--- src/hdl/scratchpad_pkg.sv ---
`default_nettype none

package scratchpad_pkg;

    localparam int NUM_BANKS   = 4;
    localparam int BANK_W      = 2;
    localparam int MAT_S_W     = 4;
    localparam int MAT_ID_W    = 6;
    localparam int ROW_W       = 64;
    localparam int ADDR_W      = 32;
    localparam int ROWS        = 4;
    localparam int INSTR_DEPTH = 4;

    localparam logic [1:0] OP_NOP  = 2'b00;
    localparam logic [1:0] OP_LOAD = 2'b01;
    localparam logic [1:0] OP_GEMM = 2'b11;

    localparam logic [1:0] MT_INPUT  = 2'd1;
    localparam logic [1:0] MT_WEIGHT = 2'd2;
    localparam logic [1:0] MT_PSUM   = 2'd3;

    typedef enum logic [1:0] {
        OPC_NOP  = OP_NOP,
        OPC_LOAD = OP_LOAD,
        OPC_GEMM = OP_GEMM
    } opcode_t;

    typedef enum logic [1:0] {
        TAG_INPUT  = MT_INPUT,
        TAG_WEIGHT = MT_WEIGHT,
        TAG_PSUM   = MT_PSUM
    } mat_t_t;

    // a matrix id carries the bank index in its upper bits.
    typedef struct packed {
        opcode_t             opcode;
        logic [MAT_ID_W-1:0] ls_mat;
        logic [ADDR_W-1:0]   ls_addr;
        logic [MAT_ID_W-1:0] in_mat;
        logic [MAT_ID_W-1:0] weight_mat;
        logic [MAT_ID_W-1:0] psum_mat;
        logic                new_weight;
    } instr_t;

    typedef struct packed {
        logic [ADDR_W-1:0] address;
        logic              valid;
    } load_req_t;

    typedef struct packed {
        mat_t_t             mat_t;
        logic [MAT_S_W-1:0] mat_s;
        logic [1:0]         row_s;
        logic [ROW_W-1:0]   data;
    } row_rsp_t;

endpackage

`default_nettype wire

--- src/hdl/load_arbiter.sv ---
`timescale 1ns/1ps
`default_nettype none

module load_arbiter
    import scratchpad_pkg::*;
(
    input  logic                 CLK,
    input  logic                 nRST,
    input  load_req_t            req [NUM_BANKS],
    input  logic                 arready,
    input  logic                 rvalid,
    input  logic [ROW_W-1:0]     rdata,
    input  logic [1:0]           rresp,
    output logic [NUM_BANKS-1:0] hit,
    output logic [ROW_W-1:0]     hit_data,
    output logic                 arvalid,
    output logic [ADDR_W-1:0]    araddr,
    output logic [2:0]           arprot,
    output logic                 rready
);

    typedef enum logic [1:0] {IDLE, ADDR, DATA} state_t;

    state_t            state;
    logic [BANK_W-1:0] gnt, last, cand;
    logic              found;

    // search starts at the bank after the last one served.
    always_comb begin
        cand  = last;
        found = 1'b0;
        for (int i = 1; i <= NUM_BANKS; i++) begin
            if (!found && req[BANK_W'(last + i)].valid) begin
                cand  = BANK_W'(last + i);
                found = 1'b1;
            end
        end
    end

    always_ff @(posedge CLK, negedge nRST) begin
        if (!nRST) begin
            state <= IDLE;
            gnt   <= '0;
            last  <= BANK_W'(NUM_BANKS - 1);
        end else begin
            case (state)
                IDLE: begin
                    if (found) begin
                        gnt   <= cand;
                        last  <= cand;
                        state <= ADDR;
                    end
                end
                ADDR: if (arready) state <= DATA;
                DATA: if (rvalid) state <= IDLE;
                default: state <= IDLE;
            endcase
        end
    end

    always_ff @(posedge CLK) begin
        if (state == IDLE && found) begin
            araddr <= req[cand].address;
        end
    end

    assign arvalid  = (state == ADDR);
    assign arprot   = 3'b000;
    assign rready   = (state == DATA);
    assign hit_data = rdata;

    // rresp is not checked; an error response still completes the row.
    always_comb begin
        hit = '0;
        if (state == DATA && rvalid) begin
            hit[gnt] = 1'b1;
        end
    end

endmodule

`default_nettype wire

--- config.mk ---
export PLATFORM = sky130hd
export DESIGN_NAME = load_arbiter
export DESIGN_NICKNAME = d
export VERILOG_FILES = /design/src/hdl/scratchpad_pkg.sv /design/src/hdl/load_arbiter.sv
export SDC_FILE = /design/constraint.sdc
export NUM_CORES = 1
export LEC_CHECK = 0
export CORE_AREA = 2 2 120 122
export DETAILED_ROUTE_END_ITERATION = 12
export DIE_AREA = 0 0 122 124
export DONT_BUFFER_PORTS = 1
export GPL_TIMING_DRIVEN = 1
export PLACE_DENSITY_LB_ADDON = 0.3
export SLEW_MARGIN = 30
export SYNTH_ARGS = -nofsm -noshare
export SYNTH_HDL_FRONTEND = slang
export SYNTH_SLANG_ARGS = --single-unit
export TNS_END_PERCENT = 30
--- constraint.sdc ---
create_clock -name CLK -period 1.7 [get_ports CLK]
set_input_delay 0.085 -clock CLK [delete_from_list [all_inputs] [get_ports CLK]]
set_output_delay 0.085 -clock CLK [all_outputs]
set_load 0.05 [all_outputs]
==> flow_summary_export.csv <==
group,metric,value,unit
setup_path,startpoint_type,"flip-flop",
setup_path,reg2reg_from,"last[1]$_DFFE_PN1P_",
timing,period_minus_slack,1.950,ns
clock_tree,cts.sinks,38,
yosys,yosysUniqueCellTypes,26,
global_routing,antenna_found_initial,0,
min_path,holdPathStages,2,
route,drc_errors,0,
die,core,13720,um^2
pwr,p_leak,1.258,nW
setup_path,worstPathCellList,"mux2i_2 -> a211oi_4 -> buf_12 -> buf_12 -> mux2i_4 -> a22oi_2",
final_layout,fin_util,24.35,%
setup_path,crit_type,"flip-flop to flip-flop",
yosys,synth_top_area_share,33.36,%
setup_path,worst_setup_path_end_kind,"flip-flop",
pwr,power,8.603,mW
clock_tree,htreeDepth,2,
setup_path,crit_fanout,11,
route,dr.pass1.iters,4,
route,wire_per_inst,23.48,um
final_layout,drive_gt1_share,28.29,%
yosys,syn_avg_cell_area,9.966,um^2
setup_path,timing.rr.end,"araddr[25]$_DFFE_PP_",
timing,slew_violations,0,
clock_tree,cts_buffers,5,
clock_tree,clk_latency,0.28,ns
job,cap_violations,0,
pwr,combPwrFrac,45.4,%
pwr,peakVddDrop,0.0006245,V
global_routing,overflow,0,
pwr,clkPwrFrac,14.0,%
timing,skew,0.002473,ns
die,initial_core_util,20.99,%
min_path,hp-start,"req[79]",
timing,timing.final.ws_setup,-0.2496,ns
yosys,ys_ff_latch,38,
yosys,synth_cells,289,
setup_path,cp_num_buf_inv,2,
outcome,violations,"negative setup slack",
route,viasPerCell,4.545,
clock_tree,cts.clk_slew.worst_paths,0.06,ns
yosys,yosysTopAreaCell,"edfxtp_1",
setup_path,rr_worst_depth,6,
timing,rsz0062_at_grt,"yes",
setup_path,cp_data_required_time,1.72,ns
timing,period_share,114.7,%
global_routing,grt_use_total,12.05,%
route,route.vias.total,1959,
yosys,syn_area,2880,um^2
die,die_area,15130,um^2
die,ios,307,
pwr,powerDensity,2575,nW/um^2
timing,max_freq,0.5129,GHz
clock_tree,ctsRootBufferMaster,"clkbuf_16",
pwr,netSwitchingFraction,45.60,%
timing,finalHoldViolCount,0,
yosys,synth_warnings,0,
die,die_x,122,um
clock_tree,cts_buffer_depth,2,
setup_path,path_common_cell,"buf_12",
place,dp_hpwl,8018,um
setup_path,worstPathArrival,1.97,ns
final_layout,n_antenna_cell,0,
setup_path,r2r_slack,-0.25,ns
die,die_y,124,um
route,drtIter0Drc,88,
pwr,internal-power,4.680,mW
die,fp-row-count,43,
setup_path,worst_path_max_delay_cell,"dfstp_2",
place,port_buffers,0,
final_layout,nets,452,
min_path,hold_end,"araddr[12]$_DFFE_PP_",
pwr,p_sw,3.923,mW
timing,relSlewSlack,66.16,%
min_path,hold_path_class,"input port to flip-flop",
final_layout,final_cell_mix,"nand2b_1, edfxtp_1, mux2i_1",
final_layout,synthToLayoutAreaGrowth,15.99,%
place,gp_congestion,0.7562,
timing,setup_viol,32,
setup_path,cp_top_family,"flip-flops",
global_routing,grt_pass1_wl,13110,um
route,wl,10120,um
setup_path,critPathMaxStageDelay,0.59,ns
global_routing,grt_max_degree,25,
route,antenna_left,0,
clock_tree,cts_tree,"done",
timing,tightest_slew,0.5087,ns
yosys,yosysSeqAreaShare,38.66,%
global_routing,first_global_vias,1973,
yosys,synth_area_leaders,"edfxtp_1, buf_4, mux2i_1",
final_layout,fill_cells,1441,
outcome,status,"finished with violations",
pwr,seqPwrFrac,40.6,%
-- what timing repair did --
item	CTS	global route
gates cloned	5	0
pin swaps	6	9
buffers inserted	8	0
resized for setup	24	17
endpoints found under the hold margin	8	0
setup endpoints to repair	32	34
hold buffers	3	0
-- synthesized netlist by cell type --
master     count
nand2b_1      34
dfrtp_1        4
nand2_1        9
nor3b_1        1
mux2i_1       35
edfxtp_1      32
a211oi_4       1
and2_1         1
nor4_1         1
o21ai_0        2
a21oi_1       33
nor2b_1        3
o2bb2ai_1      1
inv_1          5
buf_6          6
a211oi_1       1
buf_2          6
clkbuf_1       3
nor2_1         5
dfstp_2        2
a221oi_1       1
buf_4         68
conb_1         1
a22oi_1       32
buf_1          1
or3_1          1
-- routing by layer --
layer | share of wire (%) | vias to the layer above | track usage (%)
li1 | - | 883 | -
met4 | 3.2 | 0 | 5.603
met1 | 27 | 893 | 9.076
met3 | 14 | 30 | 6.227
met2 | 56 | 153 | 24.55
met5 | 0 | - | 0
-- worst register-to-register path, stage by stage (launching register included) --
cell      delay [ns]
dfstp_2         0.59
mux2i_2         0.10
a211oi_4        0.32
buf_12          0.20
buf_12          0.15
mux2i_4         0.22
a22oi_2         0.11
-- power groups by stage --
stage / registers [mW] / logic, mW / clock network [mW]
final: 3.49 / 3.91 / 1.21
after global routing: 3.55 / 4.26 / 1.27
after CTS: 3.50 / 3.80 / 1.25
after detailed placement: 3.51 / 2.95 / 0
after global placement: 3.50 / 2.88 / 0
after floorplan: 3.41 / 2.56 / 0
-- per-stage QoR --
step           cells  worst slack [ns]  setup TNS (ns)  hold slack (ns)  cell area (um^2)
2_1_floorplan    291           -0.2163          -5.116          -0.2106              2899
3_3_place_gp     407           -0.2172          -5.644          -0.2098              2744
3_5_place_dp     407           -0.2931          -7.600          -0.2098              2744
4_1_cts          431           -0.2485          -6.502          0.06814              3262
5_1_grt          431           -0.3470          -9.556          0.07178              3341
6_report         431           -0.2496          -6.569          0.07297              3341
-- how the worst max path moves through the flow --
stage | slack, ns | cells past startpoint | start | to
after floorplan | -0.22 | 4 | state[0]$_DFFE_PN0P_ | hit[2]
after global placement | -0.22 | 6 | last[1]$_DFFE_PN1P_ | araddr[25]$_DFFE_PP_
after detailed placement | -0.29 | 6 | last[1]$_DFFE_PN1P_ | araddr[25]$_DFFE_PP_
after CTS | -0.25 | 7 | last[0]$_DFFE_PN1P_ | araddr[25]$_DFFE_PP_
after global routing | -0.35 | 6 | last[1]$_DFFE_PN1P_ | araddr[8]$_DFFE_PP_
final | -0.25 | 6 | last[1]$_DFFE_PN1P_ | araddr[25]$_DFFE_PP_
-- cell families after synthesis --
kind of cell / synth area share (%)
muxes: 12.16
and+or+nand+nor: 10.77
other: 0.1302
buffers and inverters: 22.28
AOI/OAI and AO/OA: 15.99
DFF: 38.66
-- registers in the layout (all words and copies together) (netlist names) --
| signal | count |
|---|---|
| last | 2 |
| state | 2 |
| gnt | 2 |
| araddr | 32 |
-- area by class of cell --
type / instances / area, um^2 / area share [%]
tap: 180 / 225.2 / 6.742
sequential: 38 / 1114 / 33.33
clock buffer: 5 / 125.1 / 3.745
inverter: 5 / 22.52 / 0.6742
clock inverter: 3 / 63.81 / 1.910
timing repair buffer: 36 / 498.0 / 14.91
multi-input combinational: 164 / 1292 / 38.69
No activity file was read; power rests on OpenSTA's default activity.
