**src/hdl/sync_fifo.sv**
```systemverilog
`timescale 1ns/1ps
`default_nettype none

module sync_fifo #(
    parameter type payload_t = logic,
    parameter int  DEPTH     = 4
) (
    input  logic     CLK,
    input  logic     nRST,
    input  logic     push,
    input  payload_t wdata,
    input  logic     pop,
    output payload_t rdata,
    output logic     empty,
    output logic     full
);

    payload_t                       mem [DEPTH];
    logic [$clog2(DEPTH)-1:0]       wptr, rptr;
    logic [$clog2(DEPTH+1)-1:0]     count;
    logic                           do_push, do_pop;

    assign empty   = (count == '0);
    assign full    = (count == $bits(count)'(DEPTH));
    assign do_push = push & ~full;
    assign do_pop  = pop & ~empty;
    assign rdata   = mem[rptr];

    always_ff @(posedge CLK, negedge nRST) begin
        if (!nRST) begin
            wptr  <= '0;
            rptr  <= '0;
            count <= '0;
        end else begin
            if (do_push) begin
                wptr <= (wptr == $bits(wptr)'(DEPTH - 1)) ? '0 : wptr + 1'b1;
            end
            if (do_pop) begin
                rptr <= (rptr == $bits(rptr)'(DEPTH - 1)) ? '0 : rptr + 1'b1;
            end
            // a push and a pop together leave the fill level unchanged.
            if (do_push && !do_pop) begin
                count <= count + 1'b1;
            end else if (do_pop && !do_push) begin
                count <= count - 1'b1;
            end
        end
    end

    always_ff @(posedge CLK) begin
        if (do_push) begin
            mem[wptr] <= wdata;
        end
    end

endmodule

`default_nettype wire

```
**config.mk**
```make
export PLATFORM = sky130hd
export DESIGN_NAME = sync_fifo
export DESIGN_NICKNAME = d
export VERILOG_FILES = /design/src/hdl/sync_fifo.sv
export SDC_FILE = /design/constraint.sdc
export NUM_CORES = 1
export LEC_CHECK = 0
export BUFFER_PORTS_ARGS = -buffer_cell sky130_fd_sc_hd__buf_2
export CORE_AREA = 2 2 39 41
export DETAILED_ROUTE_END_ITERATION = 10
export DIE_AREA = 0 0 41 43
export GPL_TIMING_DRIVEN = 0
export SLEW_MARGIN = 10
export SYNTH_ARGS = -nofsm -noshare
export SYNTH_HDL_FRONTEND = slang
export SYNTH_SLANG_ARGS = --single-unit
```
**constraint.sdc**
```tcl
create_clock -name CLK -period 2.8 [get_ports CLK]
set_clock_uncertainty 0.2 [all_clocks]
set_input_delay 0.28 -clock CLK [delete_from_list [all_inputs] [get_ports CLK]]
set_output_delay 0.28 -clock CLK [all_outputs]
set_load 0.01 [all_outputs]
```
==> summary.md, run 1 <==
| Metric | Value |
|---|---|
| Gp weighted congestion | 0.742 |
| Setup violations, final | 0 |
| Share of layout cells above drive strength 1 | 0.426 |
| Core Area | 0.00138 mm² |
| #FFs+latches synth | 11 |
| Reg clk slew, reported paths | 70 ps |
| Worst-path fanout max | 4 |
| Fin crit period | 2270 ps |
| All-layer global routing usage | 0.133 |
| Postcts setup bufs | 0 |
| H-tree levels | 1 |
| # diodes | 0 |
| Detail-routed net length per standard cell | 12.9 µm |
| Final wirelength | 904 µm |
| Final Hold Fails | 0 |
| Multiplexer area fraction after synthesis | 0.144 |
| Cell area after layout | 691 µm² |
| Max_slew headroom | 0.858 |
| Max-Cap Viols | 0 |
| Total Neg Setup Slack | 0 ps |
| Largest net degree at the start of global routing | 8 |
| Mapped Cells | 42 |
| FMAX | 440 MHz |
| Unrepaired setup endpoints after global routing | false |
| Type of origin of the critical path | register |
| Clock buffer depth | 2 |
| I/O Pins | 8 |
| Initial antenna violation count | 0 |
| Dpl cells | 65 |
| FP Rows | 14 |
| Root Driver | clkbuf_4 |
| Period utilization | 0.812 |
| Vias in the first global route | 366 |
| Global-route wire length before repair | 1.48 mm |
| Pwr/cell area | 1050 mW/mm² |
| Synth Area in XOR/XNOR | 0.0438 |
| GRT Residual Overflow | 0 |
| Cell Area, Synth | 599 µm² |
| Largest family of logic cells by synthesized area | adder cells |
| Worst path max stage delay | 450 ps |
| Area grow syn2layout | 15.2% |
| CP required | 2790 ps |
| Nets | 67 |
| Worst path slowest cell | dfrtp_1 |
| Post-synth cell types | 17 |
| Initial DRC count | 4 |
| Yosys warnings | 0 |
| Most frequent cells in the layout | 7 x dfrtp_1, 7 x buf_2, 6 x ha_1 |
| Lkg Pwr | 0.000317 µW |
| Initial Util | 0.433 |
| Final cell count without fillers | 70 |
| Drt drc | 0 |
| CTS tree | built |
| Slew @ Worst Pin | 211 ps |
| CTS Sinks | 11 |
| Die width | 41 µm |
| Average vias per placed instance | 4.73 |
| Placed Area | 654 µm² |
| Fillers | 127 |
| CP arrival | 2270 ps |
| Dpl hpwl | 740 µm |
| CP most frequent cell | xor2_1 |
| CP cell instances | nor3_1, nand2b_2, ha_1, inv_1, fa_1, xor2_1, nor2_1, xor2_1 |
| Tightest Hold Check Type | in -> reg |
| Setup Crit Path Kind | reg -> reg |
| Max-slew violation count | 0 |
| Synth Net Count | 54 |
| Simple-gate share of the synthesized area | 0.123 |
| Post-synthesis sequential area ratio | 0.493 |
| Final Hold Slack | 31.3 ps |
| Die area | 0.00176 mm² |
| DRT Pass-1 Iters | 3 |
| Num CTS Buffers | 3 |
| I/O Buffers | 7 |
| Status | finished, final reports clean |
| CP endpoint kind | register |
| Post-Synth Adder-Cell Area | 0.159 |
| Total number of vias | 331 |
| Max VDD drop | 0.464 mV |
| Clk_lat worst skew | 260 ps |
| Compound-cell area share of the yosys netlist | 0 |
| DIE HEIGHT | 43 µm |
| Antenna viol nets, final | 0 |
| Mean area per synthesized cell | 14.3 µm² |
## metrics by stage
step           worst slack (ps)  utilization  total power (µW)
2_1_floorplan               562            -               540
3_3_place_gp                691        0.473               589
3_5_place_dp                531        0.473               632
4_1_cts                     488        0.499               740
5_1_grt                     327        0.499               793
6_report                    525        0.499               723
## path summary, 6_finish.rpt
check / from / slack [ps] / cells after the start / endpoint
worst max-delay path: count[0]$_DFFE_PN0P_ / 530 / 8 / count[2]$_DFFE_PN0P_
worst min-delay path: wdata / 30 / 1 / mem[0]$_DFFE_PP_
worst max register to register: count[0]$_DFFE_PN0P_ / 530 / 8 / count[2]$_DFFE_PN0P_
worst min register to register: count[2]$_DFFE_PN0P_ / 300 / 1 / count[2]$_DFFE_PN0P_
max in group asynchronous: nRST / 2070 / 2 / wptr[1]$_DFFE_PN0P_
min in group asynchronous: nRST / 170 / 2 / rptr[0]$_DFFE_PN0P_
## state kept, by name (all words and copies together) (netlist names)
register  cells
count         3
mem           4
wptr          2
rptr          2
## critical path, delay by kind of cell (launching register included)
kind,cells,cell delay [ps]
DFF,1,450
xor gates and xnor gates,2,300
and+or+nand+nor,3,580
adders and majority gates,2,590
buffers and inverters,1,70
## repair_timing
item	CTS	global route
hold endpoints to repair	7	0
hold buffers	1	0
gates resized for setup	0	0
setup endpoints to repair	0	0
## Yosys cell counts
master	instances	share of area
xnor2_1	1	0.015
dfrtp_1	7	0.29
mux2_2	3	0.056
nor3b_2	1	0.021
and2_2	4	0.050
mux4_2	1	0.038
mux2_4	2	0.050
fa_1	1	0.033
nor2_1	3	0.019
xor2_1	2	0.029
inv_1	3	0.019
ha_1	6	0.13
nand2b_2	1	0.015
nor3_1	1	0.0083
buf_6	1	0.019
nor2b_1	1	0.010
edfxtp_1	4	0.20
## per-layer routing
layer  track usage  up-vias  share of wire
li1              -      162              -
met1         0.148      162           0.41
met2         0.216        5           0.55
met3        0.0314        2          0.030
met4        0.0800        0         0.0066
met5             0        -              0
## cell type report
class | instances | area [µm²] | share of cell area
inverter | 3 | 11.3 | 0.0163
clock buffer | 4 | 26.3 | 0.0380
sequential | 11 | 295 | 0.428
timing repair buffer | 8 | 45.0 | 0.0652
multi-input combinational | 27 | 282 | 0.408
buffer | 1 | 11.3 | 0.0163
tap | 16 | 20.0 | 0.0290
## power breakdown
| part | internal [µW] | switching [µW] | total, µW |
|---|---|---|---|
| Combinational | 185 | 127 | 312 |
| Sequential | 236 | 68.5 | 305 |
| Clock | 55.0 | 51.1 | 106 |
## kinds of logic (layout without fill, tap and decap cells)
logic type / Yosys count / after routing
DFF: 11 / 11
and+or+nand+nor: 11 / 11
adders and majority gates: 7 / 7
muxes: 6 / 6
buffers and inverters: 4 / 16
xor gates and xnor gates: 3 / 3
Note: power is estimated with default switching activity, not from simulation.
==> run 2: changes to the inputs <==
--- a/config.mk
+++ b/config.mk
@@ -5,11 +5,13 @@
 export SDC_FILE = /design/constraint.sdc
 export NUM_CORES = 1
 export LEC_CHECK = 0
+export ABC_AREA = 1
 export BUFFER_PORTS_ARGS = -buffer_cell sky130_fd_sc_hd__buf_2
-export CORE_AREA = 2 2 39 41
+export CORE_MARGIN = 1.5
+export CORE_UTILIZATION = 48
 export DETAILED_ROUTE_END_ITERATION = 10
-export DIE_AREA = 0 0 41 43
 export GPL_TIMING_DRIVEN = 0
+export PLACE_DENSITY = 0.71
 export SLEW_MARGIN = 10
 export SYNTH_ARGS = -nofsm -noshare
 export SYNTH_HDL_FRONTEND = slang
==> constraint.sdc (replaced) <==
create_clock -name CLK -period 1.9 [get_ports CLK]
set_clock_uncertainty 0.2 [all_clocks]
set_input_delay 0.19 -clock CLK [delete_from_list [all_inputs] [get_ports CLK]]
set_output_delay 0.19 -clock CLK [all_outputs]
set_load 0.01 [all_outputs]
==> run 2 against run 1 <==
Against the previous run: worst setup slack lost 470 ps; flip-flop and latch count is the same; critical endpoint unchanged; hold slack lost 16 ps; largest cell class is now multi-input combinational cells; total power grew 76%; critical path type unchanged; routed wire length grew 15%; global-route usage grew 1.8 points.
==> summary.md, run 2 <==
| Metric | Value |
|---|---|
| Largest regs | mem (4), count (3) |
| Largest delay share family, worst path | adder cells |
| Worst path max stage delay | 430 ps |
| Final Hold Slack | 15.0 ps |
| Num CTS Buffers | 3 |
| Max VDD drop | 0.825 mV |
| Number of enable flip-flop cells after synthesis | 4 |
| Dpl cells | 93 |
| Detail-routed net length per standard cell | 9.85 µm |
| Largest net degree at the start of global routing | 8 |
| Max-slew violation count | 0 |
| CP required | 1870 ps |
| Post-synth top cells | 17 x inv_1, 16 x nand2_1, 7 x dfrtp_1, 6 x ha_1, 6 x nor2_1 |
| Post-synth top flop | dfrtp_1 |
| # diodes | 0 |
| Final Hold Fails | 0 |
| DRT Pass-1 Iters | 3 |
| Most frequent cells in the layout | 14 x nand2_1, 11 x inv_1, 7 x dfrtp_1, 7 x buf_2 |
| Die width | 39.5 µm |
| CP most frequent cell | nand2_1 |
| Mean area per synthesized cell | 8.86 µm² |
| Cell Area, Synth | 638 µm² |
| Yosys warnings | 0 |
| Type of origin of the critical path | register |
| Average vias per placed instance | 4.67 |
| Dpl hpwl | 701 µm |
| Setup violations, final | 0 |
| Biggest area consumer among synthesized cells | dfrtp_1 |
| Share of layout cells above drive strength 1 | 0.337 |
| CTS Sinks | 11 |
| Initial antenna violation count | 0 |
| Antenna viol nets, final | 0 |
| FFs w/ async S/R, synth | 0.636 |
| Root Driver | clkbuf_4 |
| Most flops, register | mem |
| Tightest Hold Check Type | in -> reg |
| Slew @ Worst Pin | 195 ps |
| Core Area | 0.00117 mm² |
| Final wirelength | 1.04 mm |
| Initial Util | 0.545 |
| Clk_lat worst skew | 270 ps |
| Final cell count without fillers | 106 |
| Max_slew headroom | 0.870 |
| Area grow syn2layout | 31.6% |
| Period utilization | 0.969 |
| Unrepaired setup endpoints after global routing | true |
| Drt drc | 0 |
| Status | finished, final reports clean |
| DIE HEIGHT | 39.5 µm |
| Nets | 105 |
| Reg clk slew, reported paths | 70 ps |
| Clock buffer depth | 2 |
| I/O Buffers | 7 |
| Initial DRC count | 10 |
| Setup Crit Path Kind | reg -> reg |
| Pwr/cell area | 1510 mW/mm² |
| CP endpoint kind | register |
| Cell with the most instances after synthesis | inv_1 |
| FP Rows | 12 |
| CP cell instances | inv_2, nand3_4, nand2_4, ha_4, inv_4, fa_2, nand2_2, nand3_2, nand2_1, nand2_1 |
| Fin crit period | 1840 ps |
| H-tree levels | 1 |
| All-layer global routing usage | 0.151 |
| Total Neg Setup Slack | 0 ps |
| Gp weighted congestion | 0.788 |
| Worst path slowest cell | dfrtp_1 |
| Commonest non-fill, non-tap cell in the layout | nand2_1 |
| Lkg Pwr | 0.000436 µW |
| Largest cells by area after synthesis | dfrtp_1 27%, edfxtp_1 19%, ha_1 12%, inv_1 10%, nand2_1 9.4% |
| GRT Residual Overflow | 0 |
| Global-route wire length before repair | 1.47 mm |
| Worst-path fanout max | 4 |
| Synth top area share | 0.275 |
| Post-synth cell types | 17 |
| I/O Pins | 8 |
| FMAX | 543 MHz |
| Worst path bufs/invs | 2 |
| #FFs+latches synth | 11 |
| Mapped Cells | 72 |
| CP arrival | 1810 ps |
| Max-Cap Viols | 0 |
| Vias in the first global route | 386 |
| Die area | 0.00156 mm² |
| CTS tree | built |
| Max reg flops | 4 |
| Total number of vias | 495 |
| Synth Net Count | 84 |
| Post-synthesis sequential area ratio | 0.463 |
## run 2: cells by family (layout without fill, tap and decap cells)
group	Yosys count	count (layout)	share of synthesized area
flops	11	11	0.463
buf+inv	17	37	0.100
fa+ha+maj	7	7	0.149
xor+xnor	1	1	0.0137
simple gates	33	33	0.247
compound gates	3	3	0.0274
## run 2: what timing repair did
item                                    in CTS  in global routing
gates resized for setup                      2                 14
hold buffers                                 3                  0
pin swaps                                    1                 10
buffers inserted                             3                  3
hold endpoints to repair                    12                  0
endpoints found under the setup margin       2                  2
## run 2: per-layer routing
layer  global-route usage  vias up  wire length [µm]
met5                    0        -                 0
met4               0.0776        0                16
met3               0.0682        2                43
met2                0.254       10               501
met1                0.156      221               483
li1                     -      262                 -
## run 2: path summary, 6_finish.rpt
kind	cells past startpoint	slack, ps	from	end
worst max-delay path	10	60	count[2]$_DFFE_PN0P_	count[2]$_DFFE_PN0P_
worst min-delay path	3	20	push	wptr[1]$_DFFE_PN0P_
worst max register to register	10	60	count[2]$_DFFE_PN0P_	count[2]$_DFFE_PN0P_
worst min register to register	2	330	wptr[1]$_DFFE_PN0P_	wptr[1]$_DFFE_PN0P_
max in group asynchronous	2	1260	nRST	count[0]$_DFFE_PN0P_
min in group asynchronous	2	80	nRST	rptr[0]$_DFFE_PN0P_
## run 2: worst register-to-register path, delay by kind of cell, from the launching register on
kind / cells / cell delay [ps]
flip-flops: 1 / 430
AND/OR/NAND/NOR: 6 / 430
buffers and inverters: 2 / 140
adder cells (fa/ha/maj): 2 / 530
## run 2: area by class of cell
| cell class | count | area (µm²) |
|---|---|---|
| Clock buffer | 4 | 26.3 |
| Inverter | 17 | 66.3 |
| Timing Repair Buffer | 16 | 110 |
| Fill cell | 98 | 332 |
| Sequential cell | 11 | 295 |
| Multi-Input combinational cell | 44 | 324 |
| Tap cell | 14 | 17.5 |
## run 2: report_power, final
group          switching [µW]  leakage (µW)  internal [µW]
clock                    79.0     0.0000150           81.5
sequential               88.4      0.000122            343
combinational             363      0.000299            315
## run 2: metrics by stage
| stage | power (µW) | setup slack, ps | util | cell area, µm² |
|---|---|---|---|---|
| after floorplan | 810 | 37.1 | - | 638 |
| after global placement | 913 | -57.5 | 0.590 | 691 |
| after detailed placement | 936 | -87.5 | 0.590 | 691 |
| after CTS | 1150 | 4.97 | 0.657 | 769 |
| after global routing | 1400 | -31.7 | 0.717 | 840 |
| final | 1270 | 59.3 | 0.717 | 840 |
